## src/verilog/controlPkg.sv

```systemverilog
package controlPkg;

    localparam int opcodeWidth = 6;
    localparam int functWidth = 6;

    typedef enum logic [opcodeWidth-1:0] {
        opRType = 6'b000000,
        opJump  = 6'b000010,
        opBeq   = 6'b000100,
        opBne   = 6'b000101,
        opBle   = 6'b000110,
        opBgt   = 6'b000111,
        opAddi  = 6'b001000,
        opAddiu = 6'b001001
    } opcode_e;

    // R-type funct field
    typedef enum logic [functWidth-1:0] {
        fnJr    = 6'b001000,
        fnMfhi  = 6'b010000,
        fnMflo  = 6'b010010,
        fnMult  = 6'b011000,
        fnDiv   = 6'b011010,
        fnAdd   = 6'b100000,
        fnSub   = 6'b100010,
        fnAndOp = 6'b100100
    } funct_e;

    // ADDI and ADDIU share one kind
    typedef enum logic [3:0] {
        kindAdd,
        kindSub,
        kindAnd,
        kindJr,
        kindMfhi,
        kindMflo,
        kindMult,
        kindDiv,
        kindJump,
        kindAddImm,
        kindBeq,
        kindBne,
        kindBle,
        kindBgt,
        kindUnknown
    } instrKind_e;

    typedef enum logic [3:0] {
        fetch1,
        fetch2,
        fetch3,
        decode,
        execute,
        aluWrite,
        immWrite,
        mulWait,
        divWait,
        hiLoWrite,
        branchResolve,
        waitState
    } state_e;

    typedef enum logic [2:0] {
        pcAluResult    = 3'b001,
        pcBranchTarget = 3'b100,
        pcJumpTarget   = 3'b101,
        pcRegA         = 3'b111
    } pcSource_e;

    typedef enum logic [2:0] {
        aluLoad    = 3'b000,
        aluAdd     = 3'b001,
        aluSub     = 3'b010,
        aluAnd     = 3'b011,
        aluCompare = 3'b111
    } aluOp_e;

    typedef enum logic [2:0] {
        srcBRegB         = 3'b000,
        srcBSignExtImm   = 3'b010,
        srcBFour         = 3'b011,
        srcBBranchOffset = 3'b101
    } aluSrcB_e;

    typedef enum logic [2:0] {
        destRtField = 3'b000,
        destRdField = 3'b001
    } regDest_e;

    typedef enum logic [3:0] {
        dataAluOut    = 4'b0000,
        dataHiLo      = 4'b0001,
        dataAluResult = 4'b1001
    } regData_e;

    typedef struct packed {
        logic      pcWrite;
        pcSource_e pcSource;
    } pcCtrl_t;

    typedef struct packed {
        aluOp_e   aluOp;
        logic     aluSrcA;
        aluSrcB_e aluSrcB;
    } aluCtrl_t;

    typedef struct packed {
        logic     irWrite;
        logic     regAWrite;
        logic     regBWrite;
        logic     aluOutWrite;
        logic     regWrite;
        regDest_e regDest;
        regData_e regData;
    } regCtrl_t;

    // hiLoSelect picks LO when set, hiLoFromDiv picks the divider result
    typedef struct packed {
        logic multStart;
        logic divStart;
        logic hiWrite;
        logic loWrite;
        logic hiLoSelect;
        logic hiLoFromDiv;
    } hiLoCtrl_t;

    typedef struct packed {
        pcCtrl_t   pc;
        aluCtrl_t  alu;
        regCtrl_t  regs;
        hiLoCtrl_t hiLo;
    } controlWord_t;

    typedef struct packed {
        logic overflow;
        logic eq;
        logic gt;
    } aluFlags_t;

    // No strobes, every select at zero
    localparam controlWord_t ctrlIdle = '0;

endpackage
```

## src/verilog/controlUnit.sv

```systemverilog
`timescale 1ns/1ps

module controlUnit (
    input  logic                               clock,
    input  logic                               rstN,
    input  logic [controlPkg::opcodeWidth-1:0] opcode,
    input  logic [controlPkg::functWidth-1:0]  funct,
    input  controlPkg::aluFlags_t              flags,
    input  logic                               multDone,
    input  logic                               divDone,
    output controlPkg::controlWord_t           ctrl,
    output controlPkg::state_e                 state
);

    controlPkg::instrKind_e kind;

    instrDecoder decoder (
        .opcode (opcode),
        .funct  (funct),
        .kind   (kind)
    );

    stateSequencer sequencer (
        .clock    (clock),
        .rstN     (rstN),
        .kind     (kind),
        .multDone (multDone),
        .divDone  (divDone),
        .state    (state)
    );

    controlWordGen wordGen (
        .state (state),
        .kind  (kind),
        .flags (flags),
        .ctrl  (ctrl)
    );

endmodule

```

## src/verilog/controlWordGen.sv

```systemverilog
`timescale 1ns/1ps

module controlWordGen (
    input  controlPkg::state_e       state,
    input  controlPkg::instrKind_e   kind,
    input  controlPkg::aluFlags_t    flags,
    output controlPkg::controlWord_t ctrl
);

    logic branchTaken;

    always_comb begin
        case (kind)
            controlPkg::kindBeq: begin
                branchTaken = flags.eq;
            end
            controlPkg::kindBne: begin
                branchTaken = !flags.eq;
            end
            controlPkg::kindBle: begin
                branchTaken = !flags.gt;
            end
            controlPkg::kindBgt: begin
                branchTaken = flags.gt;
            end
            default: begin
                branchTaken = 1'b0;
            end
        endcase
    end

    always_comb begin
        ctrl = controlPkg::ctrlIdle;
        case (state)
            controlPkg::fetch1: begin
                // PC + 4
                ctrl.pc.pcWrite = 1'b1;
                ctrl.pc.pcSource = controlPkg::pcAluResult;
                ctrl.alu.aluOp = controlPkg::aluAdd;
                ctrl.alu.aluSrcB = controlPkg::srcBFour;
            end
            controlPkg::fetch3: begin
                ctrl.regs.irWrite = 1'b1;
            end
            controlPkg::decode: begin
                // Branch target computed early into ALUOut
                ctrl.alu.aluOp = controlPkg::aluAdd;
                ctrl.alu.aluSrcB = controlPkg::srcBBranchOffset;
                ctrl.regs.regAWrite = 1'b1;
                ctrl.regs.regBWrite = 1'b1;
                ctrl.regs.aluOutWrite = 1'b1;
            end
            controlPkg::execute: begin
                case (kind)
                    controlPkg::kindAdd,
                    controlPkg::kindSub,
                    controlPkg::kindAnd: begin
                        if (kind == controlPkg::kindAdd) begin
                            ctrl.alu.aluOp = controlPkg::aluAdd;
                        end else if (kind == controlPkg::kindSub) begin
                            ctrl.alu.aluOp = controlPkg::aluSub;
                        end else begin
                            ctrl.alu.aluOp = controlPkg::aluAnd;
                        end
                        ctrl.alu.aluSrcA = 1'b1;
                        ctrl.alu.aluSrcB = controlPkg::srcBRegB;
                        ctrl.regs.aluOutWrite = 1'b1;
                    end
                    controlPkg::kindAddImm: begin
                        ctrl.alu.aluOp = controlPkg::aluAdd;
                        ctrl.alu.aluSrcA = 1'b1;
                        ctrl.alu.aluSrcB = controlPkg::srcBSignExtImm;
                        ctrl.regs.aluOutWrite = 1'b1;
                    end
                    controlPkg::kindJr: begin
                        ctrl.pc.pcWrite = 1'b1;
                        ctrl.pc.pcSource = controlPkg::pcRegA;
                    end
                    controlPkg::kindJump: begin
                        ctrl.pc.pcWrite = 1'b1;
                        ctrl.pc.pcSource = controlPkg::pcJumpTarget;
                    end
                    controlPkg::kindMult: begin
                        ctrl.hiLo.multStart = 1'b1;
                    end
                    controlPkg::kindDiv: begin
                        ctrl.hiLo.divStart = 1'b1;
                    end
                    controlPkg::kindBeq,
                    controlPkg::kindBne,
                    controlPkg::kindBle,
                    controlPkg::kindBgt: begin
                        ctrl.pc.pcSource = controlPkg::pcBranchTarget;
                        ctrl.alu.aluOp = controlPkg::aluCompare;
                        ctrl.alu.aluSrcA = 1'b1;
                        ctrl.alu.aluSrcB = controlPkg::srcBRegB;
                    end
                    default: begin
                        ctrl = controlPkg::ctrlIdle;
                    end
                endcase
            end
            controlPkg::aluWrite: begin
                // Overflow drops the result
                ctrl.regs.regWrite = !flags.overflow;
                ctrl.regs.regDest = controlPkg::destRdField;
                ctrl.regs.regData = controlPkg::dataAluResult;
            end
            controlPkg::immWrite: begin
                ctrl.regs.regWrite = 1'b1;
                if (kind == controlPkg::kindMfhi || kind == controlPkg::kindMflo) begin
                    ctrl.regs.regDest = controlPkg::destRdField;
                    ctrl.regs.regData = controlPkg::dataHiLo;
                    ctrl.hiLo.hiLoSelect = (kind == controlPkg::kindMflo);
                end else begin
                    ctrl.regs.regDest = controlPkg::destRtField;
                    ctrl.regs.regData = controlPkg::dataAluOut;
                end
            end
            controlPkg::hiLoWrite: begin
                ctrl.hiLo.hiWrite = 1'b1;
                ctrl.hiLo.loWrite = 1'b1;
                ctrl.hiLo.hiLoFromDiv = (kind == controlPkg::kindDiv);
            end
            controlPkg::branchResolve: begin
                // Compare still running so EQ and GT are valid this cycle
                ctrl.pc.pcWrite = branchTaken;
                ctrl.pc.pcSource = controlPkg::pcBranchTarget;
                ctrl.alu.aluOp = controlPkg::aluCompare;
                ctrl.alu.aluSrcA = 1'b1;
                ctrl.alu.aluSrcB = controlPkg::srcBRegB;
            end
            default: begin
                ctrl = controlPkg::ctrlIdle;
            end
        endcase
    end

endmodule

```

## src/verilog/stateSequencer.sv

```systemverilog
`timescale 1ns/1ps

module stateSequencer (
    input  logic                   clock,
    input  logic                   rstN,
    input  controlPkg::instrKind_e kind,
    input  logic                   multDone,
    input  logic                   divDone,
    output controlPkg::state_e     state
);

    controlPkg::state_e nextState;

    always_ff @(posedge clock or negedge rstN) begin
        if (!rstN) begin
            state <= controlPkg::fetch1;
        end else begin
            state <= nextState;
        end
    end

    always_comb begin
        nextState = controlPkg::fetch1;
        case (state)
            controlPkg::fetch1: begin
                nextState = controlPkg::fetch2;
            end
            controlPkg::fetch2: begin
                nextState = controlPkg::fetch3;
            end
            controlPkg::fetch3: begin
                nextState = controlPkg::decode;
            end
            controlPkg::decode: begin
                nextState = controlPkg::execute;
            end
            controlPkg::execute: begin
                // Completion state per instruction, jumps finish here
                case (kind)
                    controlPkg::kindAdd,
                    controlPkg::kindSub,
                    controlPkg::kindAnd: begin
                        nextState = controlPkg::aluWrite;
                    end
                    controlPkg::kindAddImm,
                    controlPkg::kindMfhi,
                    controlPkg::kindMflo: begin
                        nextState = controlPkg::immWrite;
                    end
                    controlPkg::kindMult: begin
                        nextState = controlPkg::mulWait;
                    end
                    controlPkg::kindDiv: begin
                        nextState = controlPkg::divWait;
                    end
                    controlPkg::kindBeq,
                    controlPkg::kindBne,
                    controlPkg::kindBle,
                    controlPkg::kindBgt: begin
                        nextState = controlPkg::branchResolve;
                    end
                    default: begin
                        nextState = controlPkg::waitState;
                    end
                endcase
            end
            controlPkg::mulWait: begin
                if (multDone) begin
                    nextState = controlPkg::hiLoWrite;
                end else begin
                    nextState = controlPkg::mulWait;
                end
            end
            controlPkg::divWait: begin
                if (divDone) begin
                    nextState = controlPkg::hiLoWrite;
                end else begin
                    nextState = controlPkg::divWait;
                end
            end
            controlPkg::aluWrite,
            controlPkg::immWrite,
            controlPkg::hiLoWrite,
            controlPkg::branchResolve: begin
                nextState = controlPkg::waitState;
            end
            controlPkg::waitState: begin
                nextState = controlPkg::fetch1;
            end
            default: begin
                nextState = controlPkg::fetch1;
            end
        endcase
    end

endmodule

```

## src/verilog/instrDecoder.sv

```systemverilog
`timescale 1ns/1ps

module instrDecoder (
    input  logic [controlPkg::opcodeWidth-1:0] opcode,
    input  logic [controlPkg::functWidth-1:0]  funct,
    output controlPkg::instrKind_e             kind
);

    controlPkg::instrKind_e rTypeKind;

    // Funct only matters for R-type
    always_comb begin
        case (funct)
            controlPkg::fnAdd: begin
                rTypeKind = controlPkg::kindAdd;
            end
            controlPkg::fnSub: begin
                rTypeKind = controlPkg::kindSub;
            end
            controlPkg::fnAndOp: begin
                rTypeKind = controlPkg::kindAnd;
            end
            controlPkg::fnJr: begin
                rTypeKind = controlPkg::kindJr;
            end
            controlPkg::fnMfhi: begin
                rTypeKind = controlPkg::kindMfhi;
            end
            controlPkg::fnMflo: begin
                rTypeKind = controlPkg::kindMflo;
            end
            controlPkg::fnMult: begin
                rTypeKind = controlPkg::kindMult;
            end
            controlPkg::fnDiv: begin
                rTypeKind = controlPkg::kindDiv;
            end
            default: begin
                rTypeKind = controlPkg::kindUnknown;
            end
        endcase
    end

    always_comb begin
        case (opcode)
            controlPkg::opRType: begin
                kind = rTypeKind;
            end
            controlPkg::opJump: begin
                kind = controlPkg::kindJump;
            end
            controlPkg::opAddi,
            controlPkg::opAddiu: begin
                kind = controlPkg::kindAddImm;
            end
            controlPkg::opBeq: begin
                kind = controlPkg::kindBeq;
            end
            controlPkg::opBne: begin
                kind = controlPkg::kindBne;
            end
            controlPkg::opBle: begin
                kind = controlPkg::kindBle;
            end
            controlPkg::opBgt: begin
                kind = controlPkg::kindBgt;
            end
            default: begin
                kind = controlPkg::kindUnknown;
            end
        endcase
    end

endmodule

```

## config.mk

```make
export PLATFORM = sky130hd
export DESIGN_NAME = controlUnit
export DESIGN_NICKNAME = d
export VERILOG_FILES = /design/src/verilog/controlPkg.sv /design/src/verilog/controlUnit.sv /design/src/verilog/controlWordGen.sv /design/src/verilog/stateSequencer.sv /design/src/verilog/instrDecoder.sv
export SDC_FILE = /design/constraint.sdc
export NUM_CORES = 1
export LEC_CHECK = 0
export BUFFER_PORTS_ARGS = -buffer_cell sky130_fd_sc_hd__clkbuf_2
export CAP_MARGIN = 20
export CORE_ASPECT_RATIO = 1.1
export CORE_MARGIN = 10
export CORE_UTILIZATION = 40
export CTS_BUF_LIST = sky130_fd_sc_hd__clkbuf_8 sky130_fd_sc_hd__clkbuf_16
export CTS_CLUSTER_DIAMETER = 80
export CTS_CLUSTER_SIZE = 30
export DETAILED_ROUTE_END_ITERATION = 10
export PLACE_DENSITY = 0.75
export SLEW_MARGIN = 20
export SYNTH_ARGS = -nofsm -noshare
export SYNTH_HDL_FRONTEND = slang
export SYNTH_SLANG_ARGS = --single-unit
```

## constraint.sdc

```tcl
create_clock -name clock -period 1.8 [get_ports clock]
set_input_delay 0.09 -clock clock [delete_from_list [all_inputs] [get_ports clock]]
set_output_delay 0.09 -clock clock [all_outputs]
set_load 0.02 [all_outputs]
```

* Word level (Yosys, flattened, before mapping)
Memories as Yosys holds them, arrays and structs flattened. Index checks and enable logic that the tools add are counted.
Word-level totals: memory bits (read-only) 64, input bits 19, memories 1, output and inout port bits 33, word-level logic and storage cells 81, register bits 4
Memories:
- (no name shown) | words 16, bits a word 4, read ports 1, clocked after Yosys merged registers in 0, wr ports 0, RTL line stateSequencer.sv:39 | case (kind)
Cells by class: reduce and logical (&&, ||, !) cells 14, equality and inequality tests 38, mux-type cells 27
Operators with widths (number):
- $pmux W4 S8 | 2
- $eq A4 B4 Y1 const B | 9
- $eq A4 B3 Y1 const B | 8
- $pmux W4 S7 | 1
- $pmux W3 S3 | 3
- $eq A6 B3 Y1 const B | 4
- $eq A6 B5 Y1 const B | 4
- $pmux W7 S3 | 1
- $eq A6 B4 Y1 const B | 3
- $eq A6 B6 Y1 const B | 3
- $eq A4 B2 Y1 const B | 4
- $pmux W8 S2 | 1
- $pmux W4 S3 | 1
- $reduce_or A4 Y1 | 3
- $mux W1 | 10
- $eq A4 B1 Y1 const B | 2
- $logic_not A4 Y1 | 2
- $eq A6 B2 Y1 const B | 1
- $logic_not A6 Y1 | 1
- $mux W2 | 3
- $pmux W3 S2 | 1
- $reduce_or A2 Y1 | 3
- $mux W5 | 1
- $mux W4 | 1
- other kinds (5) | 7

* Logic depth before layout (Yosys ltp)
Gate-level depths: netlist of run 1.
depth in word-level cells 8, mapped depth 7, mapped depth without buffers 6

* Cells and area by module
From an unflattened synthesis of run 1, not the netlist that was laid out.
Second synthesis, totals: cells, all modules 137, area, all modules 983.4 µm²
Modules (own cells, without submodules):
- controlWordGen | seq. area each 0.0 µm², cells an instance 67, times used 1, area each 451.7 µm²
- stateSequencer | seq. area each 100.1 µm², cells an instance 34, times used 1, area each 292.8 µm²
- instrDecoder | seq. area each 0.0 µm², cells an instance 36, times used 1, area each 239.0 µm²

* Worst setup path before layout of run 1
Ideal clock, no wire load.
path type input to output, start point input opcode[5] in the netlist's numbering, end point output ctrl[10] in the netlist's numbering, setup slack -0.360 ns, cell stages on the path 7, buffers on the path 2, data required time 1.710 ns, arrival time 2.070 ns, path through or2_2 buf_2 nor2_1 or4bb_1 or3_1 a21oi_1 buf_4
RTL lines:
- from (decl) | RTL line controlUnit.sv:6 | input logic [controlPkg::opcodeWidth-1:0] opcode,
- to (decl) | RTL line controlUnit.sv:11 | output controlPkg::controlWord_t ctrl,

==> reports/summary.txt, run 1 <==
Pre-CTS WS: -0.2178 ns
Number of stages on the worst setup path: 7
Largest net degree at the start of global routing: 13
Startpoint Class: input port
Core area: 0.002207 mm²
GRT Total Usage: 15.69%
Unrepaired setup endpoints after global routing: yes
Wirelength per Cell: 17.98 µm
Num CTS Buffers: 3
Vias in the first global route: 1402
DRT Pass-1 Iters: 4
Site Rows: 18
Final slew viol count: 0
Max-cap violations: 0
Placed Area: 0.001413 mm²
Largest regs: sequencer.state (4)
Max stage delay cell, worst path: or4_4
Top reg by flops: sequencer.state
Cell Pwr Density: 1019 mW/mm²
Synth Area in Adders: 0%
Crit path cell chain: buf_8, or4_4, o32ai_4, buf_6, nand4_1, nand3_1, clkbuf_8
Largest family of logic cells by synthesized area: simple AND/OR/NAND/NOR gates
Flops & latches, synth: 4
Fill cell count: 159
Area delta synth->final: 93.82%
Synth Area in Compound Gates: 25.96%
Synth Area in XOR/XNOR: 3.846%
Largest register FFs: 4
Mux cell area share after synthesis: 1.099%
Gate Count Post-Synth: 137
Register area share after synthesis: 10.99%
ANT nets after route: 0
Max VDD drop: 0.7112 mV
Number of port buffers: 47
Synth top area cells: dfrtp_1 11%, nor2_1 7.8%, buf_4 6.6%
Synth Area in Simple Gates: 45.19%
Clk root buf: clkbuf_8
Post-DP HPWL: 2993 µm
CTS tree: yes
Most common cell after layout, fill and taps aside: buf_4
Share of post-route cells with drive strength above 1: 59.26%
Final instance area: 0.001765 mm²
Maximum clock rate: 517.6 MHz
Drt first-iter violations: 134
Synth top area share: 10.99%
CP Max Fanout: 4
Ys flop type: dfrtp_1
Crit path max-delay family: simple AND/OR/NAND/NOR gates
Chip height: 70.05 µm
Synthesized area: 910.9 µm²
Initial Util: 41.27%
I/O pin count: 52
Final min period: 1.932 ns
Remaining DRCs: 0
Final setup vio count: 14
DIE AREA: 0.004588 mm²
Crit path kind: input port to output pin
Antenna violations before repair: 0
N_diodes: 0
YS warnings: 0
Multi-input combinational cell area: 910.9 µm²
Bufs on Longest Clock Path: 2
Dominant cell type by area after synthesis: dfrtp_1
Final period utilization: 107.3%
Leak pwr: 0.8225 nW
Post-synth ARST share: 100.0%
Via count: 1417
GPL Wtd Cong: 0.9092
Finished Core Util: 79.99%
Total power: 1.799 mW
Clk sinks: 4
Global-route wire length before repair: 6072 µm
Worst r2r path cells: 5
Final wirelength: 4422 µm
Library cells used by synthesis: 45
EDFF count, synth: 0
CP Capture Type: output pin
GRT Residual Overflow: 0
H-tree depth: 1
CP max stage delay: 0.56 ns
Most frequent cells in the layout: 37 x buf_4, 29 x clkbuf_2, 16 x nor2_1
Die Width: 65.50 µm
Violated checks: setup timing
Worst Path Required: 1.71 ns
CP arrival: 1.84 ns
DR vias/cell: 5.760
Status: complete, but fails checks
Final hold vios: 0
Mean post-synth cell area: 6.649 µm²
Clock Pin Slew Worst Setup and Hold Paths: 0.04 ns
Clk_skew: 0.008573 ns
Class of the worst hold path: input port to asynchronous set/reset pin
Register area: 101.3 µm²
Clk Latency, worst-skew pair: 0.22 ns
Nets: 236
Setup WS post-layout: -0.1318 ns
WP buf/inv: 3
==> cells in the mapped netlist (2+ instances only) <==
cell      count
xnor2_1       3
inv_1         8
nand2_1      14
nand3_1       3
a21oi_1      10
clkbuf_1      5
or2_2         3
or4_4         2
nor3b_1       2
nor3_1        4
nor4b_1       4
o31ai_1       4
nor2b_1       7
o21ai_0       6
nand2b_1      3
dfrtp_1       4
nor2_1       19
buf_4         8
or3_1         2
==> path summary, 6_finish.rpt <==
check,from,endpoint,slack (ns)
hold reg to reg,sequencer.state[3]$_DFF_PN0_,sequencer.state[2]$_DFF_PN0_,0.60
setup / recovery,opcode[3],ctrl[27],-0.13
min in group clock,multDone,sequencer.state[2]$_DFF_PN0_,0.24
hold / removal,rstN,sequencer.state[0]$_DFF_PN0_,0.21
max in group asynchronous,rstN,sequencer.state[1]$_DFF_PN0_,1.45
setup reg to reg,sequencer.state[0]$_DFF_PN0_,sequencer.state[3]$_DFF_PN0_,0.31
==> report_power, final <==
group	total (mW)	internal, mW	switching [mW]
Sequential	0.159	0.135	0.0247
Combinational	1.44	0.558	0.886
Clock	0.196	0.146	0.0499
==> repair_timing <==
item	4_1_cts	5_1_grt
buffers inserted	2	3
hold endpoints to repair	4	0
setup endpoints to repair	15	17
pin swaps	5	11
hold buffers	1	0
gates resized for setup	23	51
==> area by class of cell <==
class | instances | share of cell area, %
inverters | 8 | 1.701
well taps | 30 | 2.126
clock inverters | 1 | 0.2126
clock buffers | 3 | 2.339
multi-input cells | 114 | 51.59
repair buffers | 86 | 36.29
flip-flops and latches | 4 | 5.741
==> kinds of logic after synthesis <==
family          after synthesis
xor+xnor                      4
mux                           1
simple gates                 73
other cells                   1
flops                         4
buf+inv                      22
compound gates               32
==> per-layer routing <==
metal | part of all wire, % | routed length (µm) | GRT usage (%) | vias to the layer above
met4 | 5.6 | 246 | 5.476 | 0
met1 | 34 | 1509 | 14.47 | 658
met5 | 0 | 0 | 0 | -
met2 | 53 | 2357 | 31.92 | 95
li1 | - | - | - | 636
met3 | 7.0 | 309 | 2.871 | 28
==> metrics by stage <==
| stage | setup TNS [ns] | cells | hold slack, ns |
|---|---|---|---|
| after floorplan | -0.4587 | 140 | -0.2056 |
| after global placement | -1.185 | 236 | -0.1036 |
| after detailed placement | -1.781 | 236 | -0.09581 |
| after CTS | -0.4314 | 243 | 0.2154 |
| after global routing | -1.732 | 246 | 0.2182 |
| final | -0.9653 | 246 | 0.2078 |
Power figures use the tool's default switching activity.
==> run 2: changes to the inputs <==
CELL_PAD_IN_SITES_DETAIL_PLACEMENT = 0   (was unset)
CELL_PAD_IN_SITES_GLOBAL_PLACEMENT = 1   (was unset)
CORE_UTILIZATION = 26   (was 40)
PLACE_DENSITY = 0.74   (was 0.75)
==> run 2 against run 1 <==
  * The flow still finishes with violations (setup timing)
  * Fmax increased by 1.5%
  * Critical path depth down 1
  * Clock skew is 0.0037 ns lower
  * Via count shrank 9.9%
  * Critical endpoint is now ctrl[10]
  * Cell count rose by 8.9%
  * Register-to-register slack better by 0.02 ns
  * Sequential share of layout area fell by 0.052 points
  * Clock-buffer cell count is the same
  * Non-clock buffer count increased by 4
  * Combinational power barely moved
==> reports/summary.txt, run 2 (same netlist as run 1, synthesis figures left out) <==
Status: complete, but fails checks (unchanged)
Violated checks: setup timing (unchanged)
Int Power: 0.8465 mW (was 0.8388 mW)
CP arrival: 1.81 ns (was 1.84 ns)
Placed Instances: 253 (was 236)
Crit path cell chain: buf_8, or3_4, or4bb_4, or3_4, a21oi_4, buf_8 (was buf_8, or4_4, o32ai_4, buf_6, nand4_1, nand3_1, clkbuf_8)
Class of the worst hold path: input port to asynchronous set/reset pin (unchanged)
Clock Pin Slew Worst Setup and Hold Paths: 0.03 ns (was 0.04 ns)
Largest net degree at the start of global routing: 13 (unchanged)
GPL Wtd Cong: 0.8549 (was 0.9092)
WP buf/inv: 2 (was 3)
Num CTS Buffers: 3 (unchanged)
Vias in the first global route: 1374 (was 1402)
Clk root buf: clkbuf_8 (unchanged)
Max VDD drop: 0.3184 mV (was 0.7112 mV)
Area delta synth->final: 95.60% (was 93.82%)
Antenna violations before repair: 0 (unchanged)
Clk pwr share: 11.2% (was 10.9%)
Die Width: 76.44 µm (was 65.50 µm)
Final hold vios: 0 (unchanged)
Startpoint Class: input port (unchanged)
Nets: 240 (was 236)
Most frequent cells in the layout: 47 x buf_4, 29 x clkbuf_2, 16 x nor2_1 (was 37 x buf_4, 29 x clkbuf_2, 16 x nor2_1)
Sum of negative setup slack: -0.4787 ns (was -0.9653 ns)
Largest register FFs: 4 (unchanged)
Share of post-route cells with drive strength above 1: 59.55% (was 59.26%)
P_sw: 0.9119 mW (was 0.9606 mW)
H-tree depth: 1 (unchanged)
CP Max Fanout: 4 (unchanged)
ANT nets after route: 0 (unchanged)
Final setup vio count: 9 (was 14)
Wirelength per Cell: 13.93 µm (was 17.98 µm)
Total power: 1.758 mW (was 1.799 mW)
Pre-CTS WS: -0.1987 ns (was -0.2178 ns)
Final slew viol count: 0 (unchanged)
Drt first-iter violations: 78 (was 134)
GRT Total Usage: 11.03% (was 15.69%)
Number of port buffers: 47 (unchanged)
Top reg by flops: sequencer.state (unchanged)
Worst setup path start: opcode[0] (was opcode[3])
Seq pwr share: 8.7% (was 8.9%)
Worst Path Required: 1.71 ns (about the same)
N_diodes: 0 (unchanged)
Chip height: 82.08 µm (was 70.05 µm)
Final period utilization: 105.8% (was 107.3%)
Cell Pwr Density: 986.9 mW/mm² (was 1019 mW/mm²)
Largest regs: sequencer.state (4) (unchanged)
CP max stage delay: 0.56 ns (about the same)
Maximum clock rate: 525.3 MHz (was 517.6 MHz)
Clk sinks: 4 (unchanged)
Initial Util: 27.12% (was 41.27%)
Clk_skew: 0.004883 ns (was 0.008573 ns)
Bufs on Longest Clock Path: 2 (unchanged)
Setup WS post-layout: -0.1038 ns (was -0.1318 ns)
Remaining DRCs: 0 (unchanged)
Crit path max-delay family: simple AND/OR/NAND/NOR gates (unchanged)
Clk Latency, worst-skew pair: 0.22 ns (about the same)
Final wirelength: 3732 µm (was 4422 µm)
CP Capture Type: output pin (unchanged)
Comb pwr share: 80.1% (was 80.3%)
Site Rows: 22 (was 18)
I/O pin count: 52 (unchanged)
Final min period: 1.904 ns (was 1.932 ns)
Post-DP HPWL: 2935 µm (was 2993 µm)
DR vias/cell: 4.765 (was 5.760)
Unrepaired setup endpoints after global routing: yes (unchanged)
Global-route wire length before repair: 5913 µm (was 6072 µm)
GRT Residual Overflow: 0 (unchanged)
Most common cell after layout, fill and taps aside: buf_4 (unchanged)
Crit path kind: input port to output pin (unchanged)
Core area: 0.003358 mm² (was 0.002207 mm²)
DIE AREA: 0.006273 mm² (was 0.004588 mm²)
Max-cap violations: 0 (unchanged)
Switching Fraction: 51.86% (was 53.38%)
Via count: 1277 (was 1417)
Max stage delay cell, worst path: or4bb_4 (was or4_4)
Finished Core Util: 53.06% (was 79.99%)
Reg-to-Reg Start: sequencer.state[1]$_DFF_PN0_ (was sequencer.state[0]$_DFF_PN0_)
Post-Layout Cell Count: 268 (was 246)
Leak pwr: 0.8303 nW (was 0.8225 nW)
DRT Pass-1 Iters: 4 (unchanged)
CTS tree: yes (unchanged)
==> run 2: cell count changes in the layout (fill, tap and decap cells not counted), sizes merged <==
cell / change
buf: +5
clkbuf: -1
==> run 2: repair_timing <==
item | CTS | global route
resized for setup | 31 | 39
pin swaps | 6 | 7
hold buffers | 1 | 0
endpoints found under the setup margin | 14 | 18
hold endpoints to repair | 4 | 0
setup buffers | 7 | 4
==> run 2: cell type report <==
cell class	count	area (µm²)
clock buffers	3	41.29
clock inverters	1	3.754
fillers	347	1577
inverters	8	30.03
multi-input cells	114	879.6
flip-flops and latches	4	101.3
well taps	48	60.06
repair buffers	90	665.6
==> run 2: layer usage <==
layer	wire [µm]	vias up	part of all wire, %	track usage, %
met4	41	0	1.1	3.903
met5	0	-	0	0
li1	-	641	-	-
met2	2096	32	56	21.77
met3	113	6	3.0	1.965
met1	1481	598	40	11.61
==> run 2: worst reg2reg max path, stage by stage (launching register included) <==
cell and delay (ns):
dfrtp_2 0.39, or2_4 0.24, buf_4 0.16, a221oi_1 0.32, a211o_1 0.18, o21ai_2 0.06
==> run 2: power by group through the flow <==
stage	combinational [mW]	clock, mW	sequential, mW
4_1_cts	1.35	0.197	0.155
5_1_grt	1.53	0.205	0.159
2_1_floorplan	0.824	0	0.224
3_5_place_dp	1.28	0	0.156
3_3_place_gp	1.27	0	0.152
6_report	1.41	0.196	0.154
==> run 2: per-stage QoR <==
step	area (µm²)	hold WS [ns]
6_report	1782	0.2137
5_1_grt	1782	0.2375
4_1_cts	1662	0.2208
3_5_place_dp	1428	-0.1006
3_3_place_gp	1428	-0.1047
2_1_floorplan	991.0	-0.2056
==> run 2: final timing paths <==
kind	endpoint	slack (ns)	cells past startpoint
worst max-delay path	ctrl[10]	-0.10	6
worst min-delay path	sequencer.state[0]$_DFF_PN0_	0.21	2
worst max register to register	sequencer.state[3]$_DFF_PN0_	0.33	5
worst min register to register	sequencer.state[2]$_DFF_PN0_	0.61	2
max in group asynchronous	sequencer.state[1]$_DFF_PN0_	1.45	2
min in group clock	sequencer.state[2]$_DFF_PN0_	0.25	4
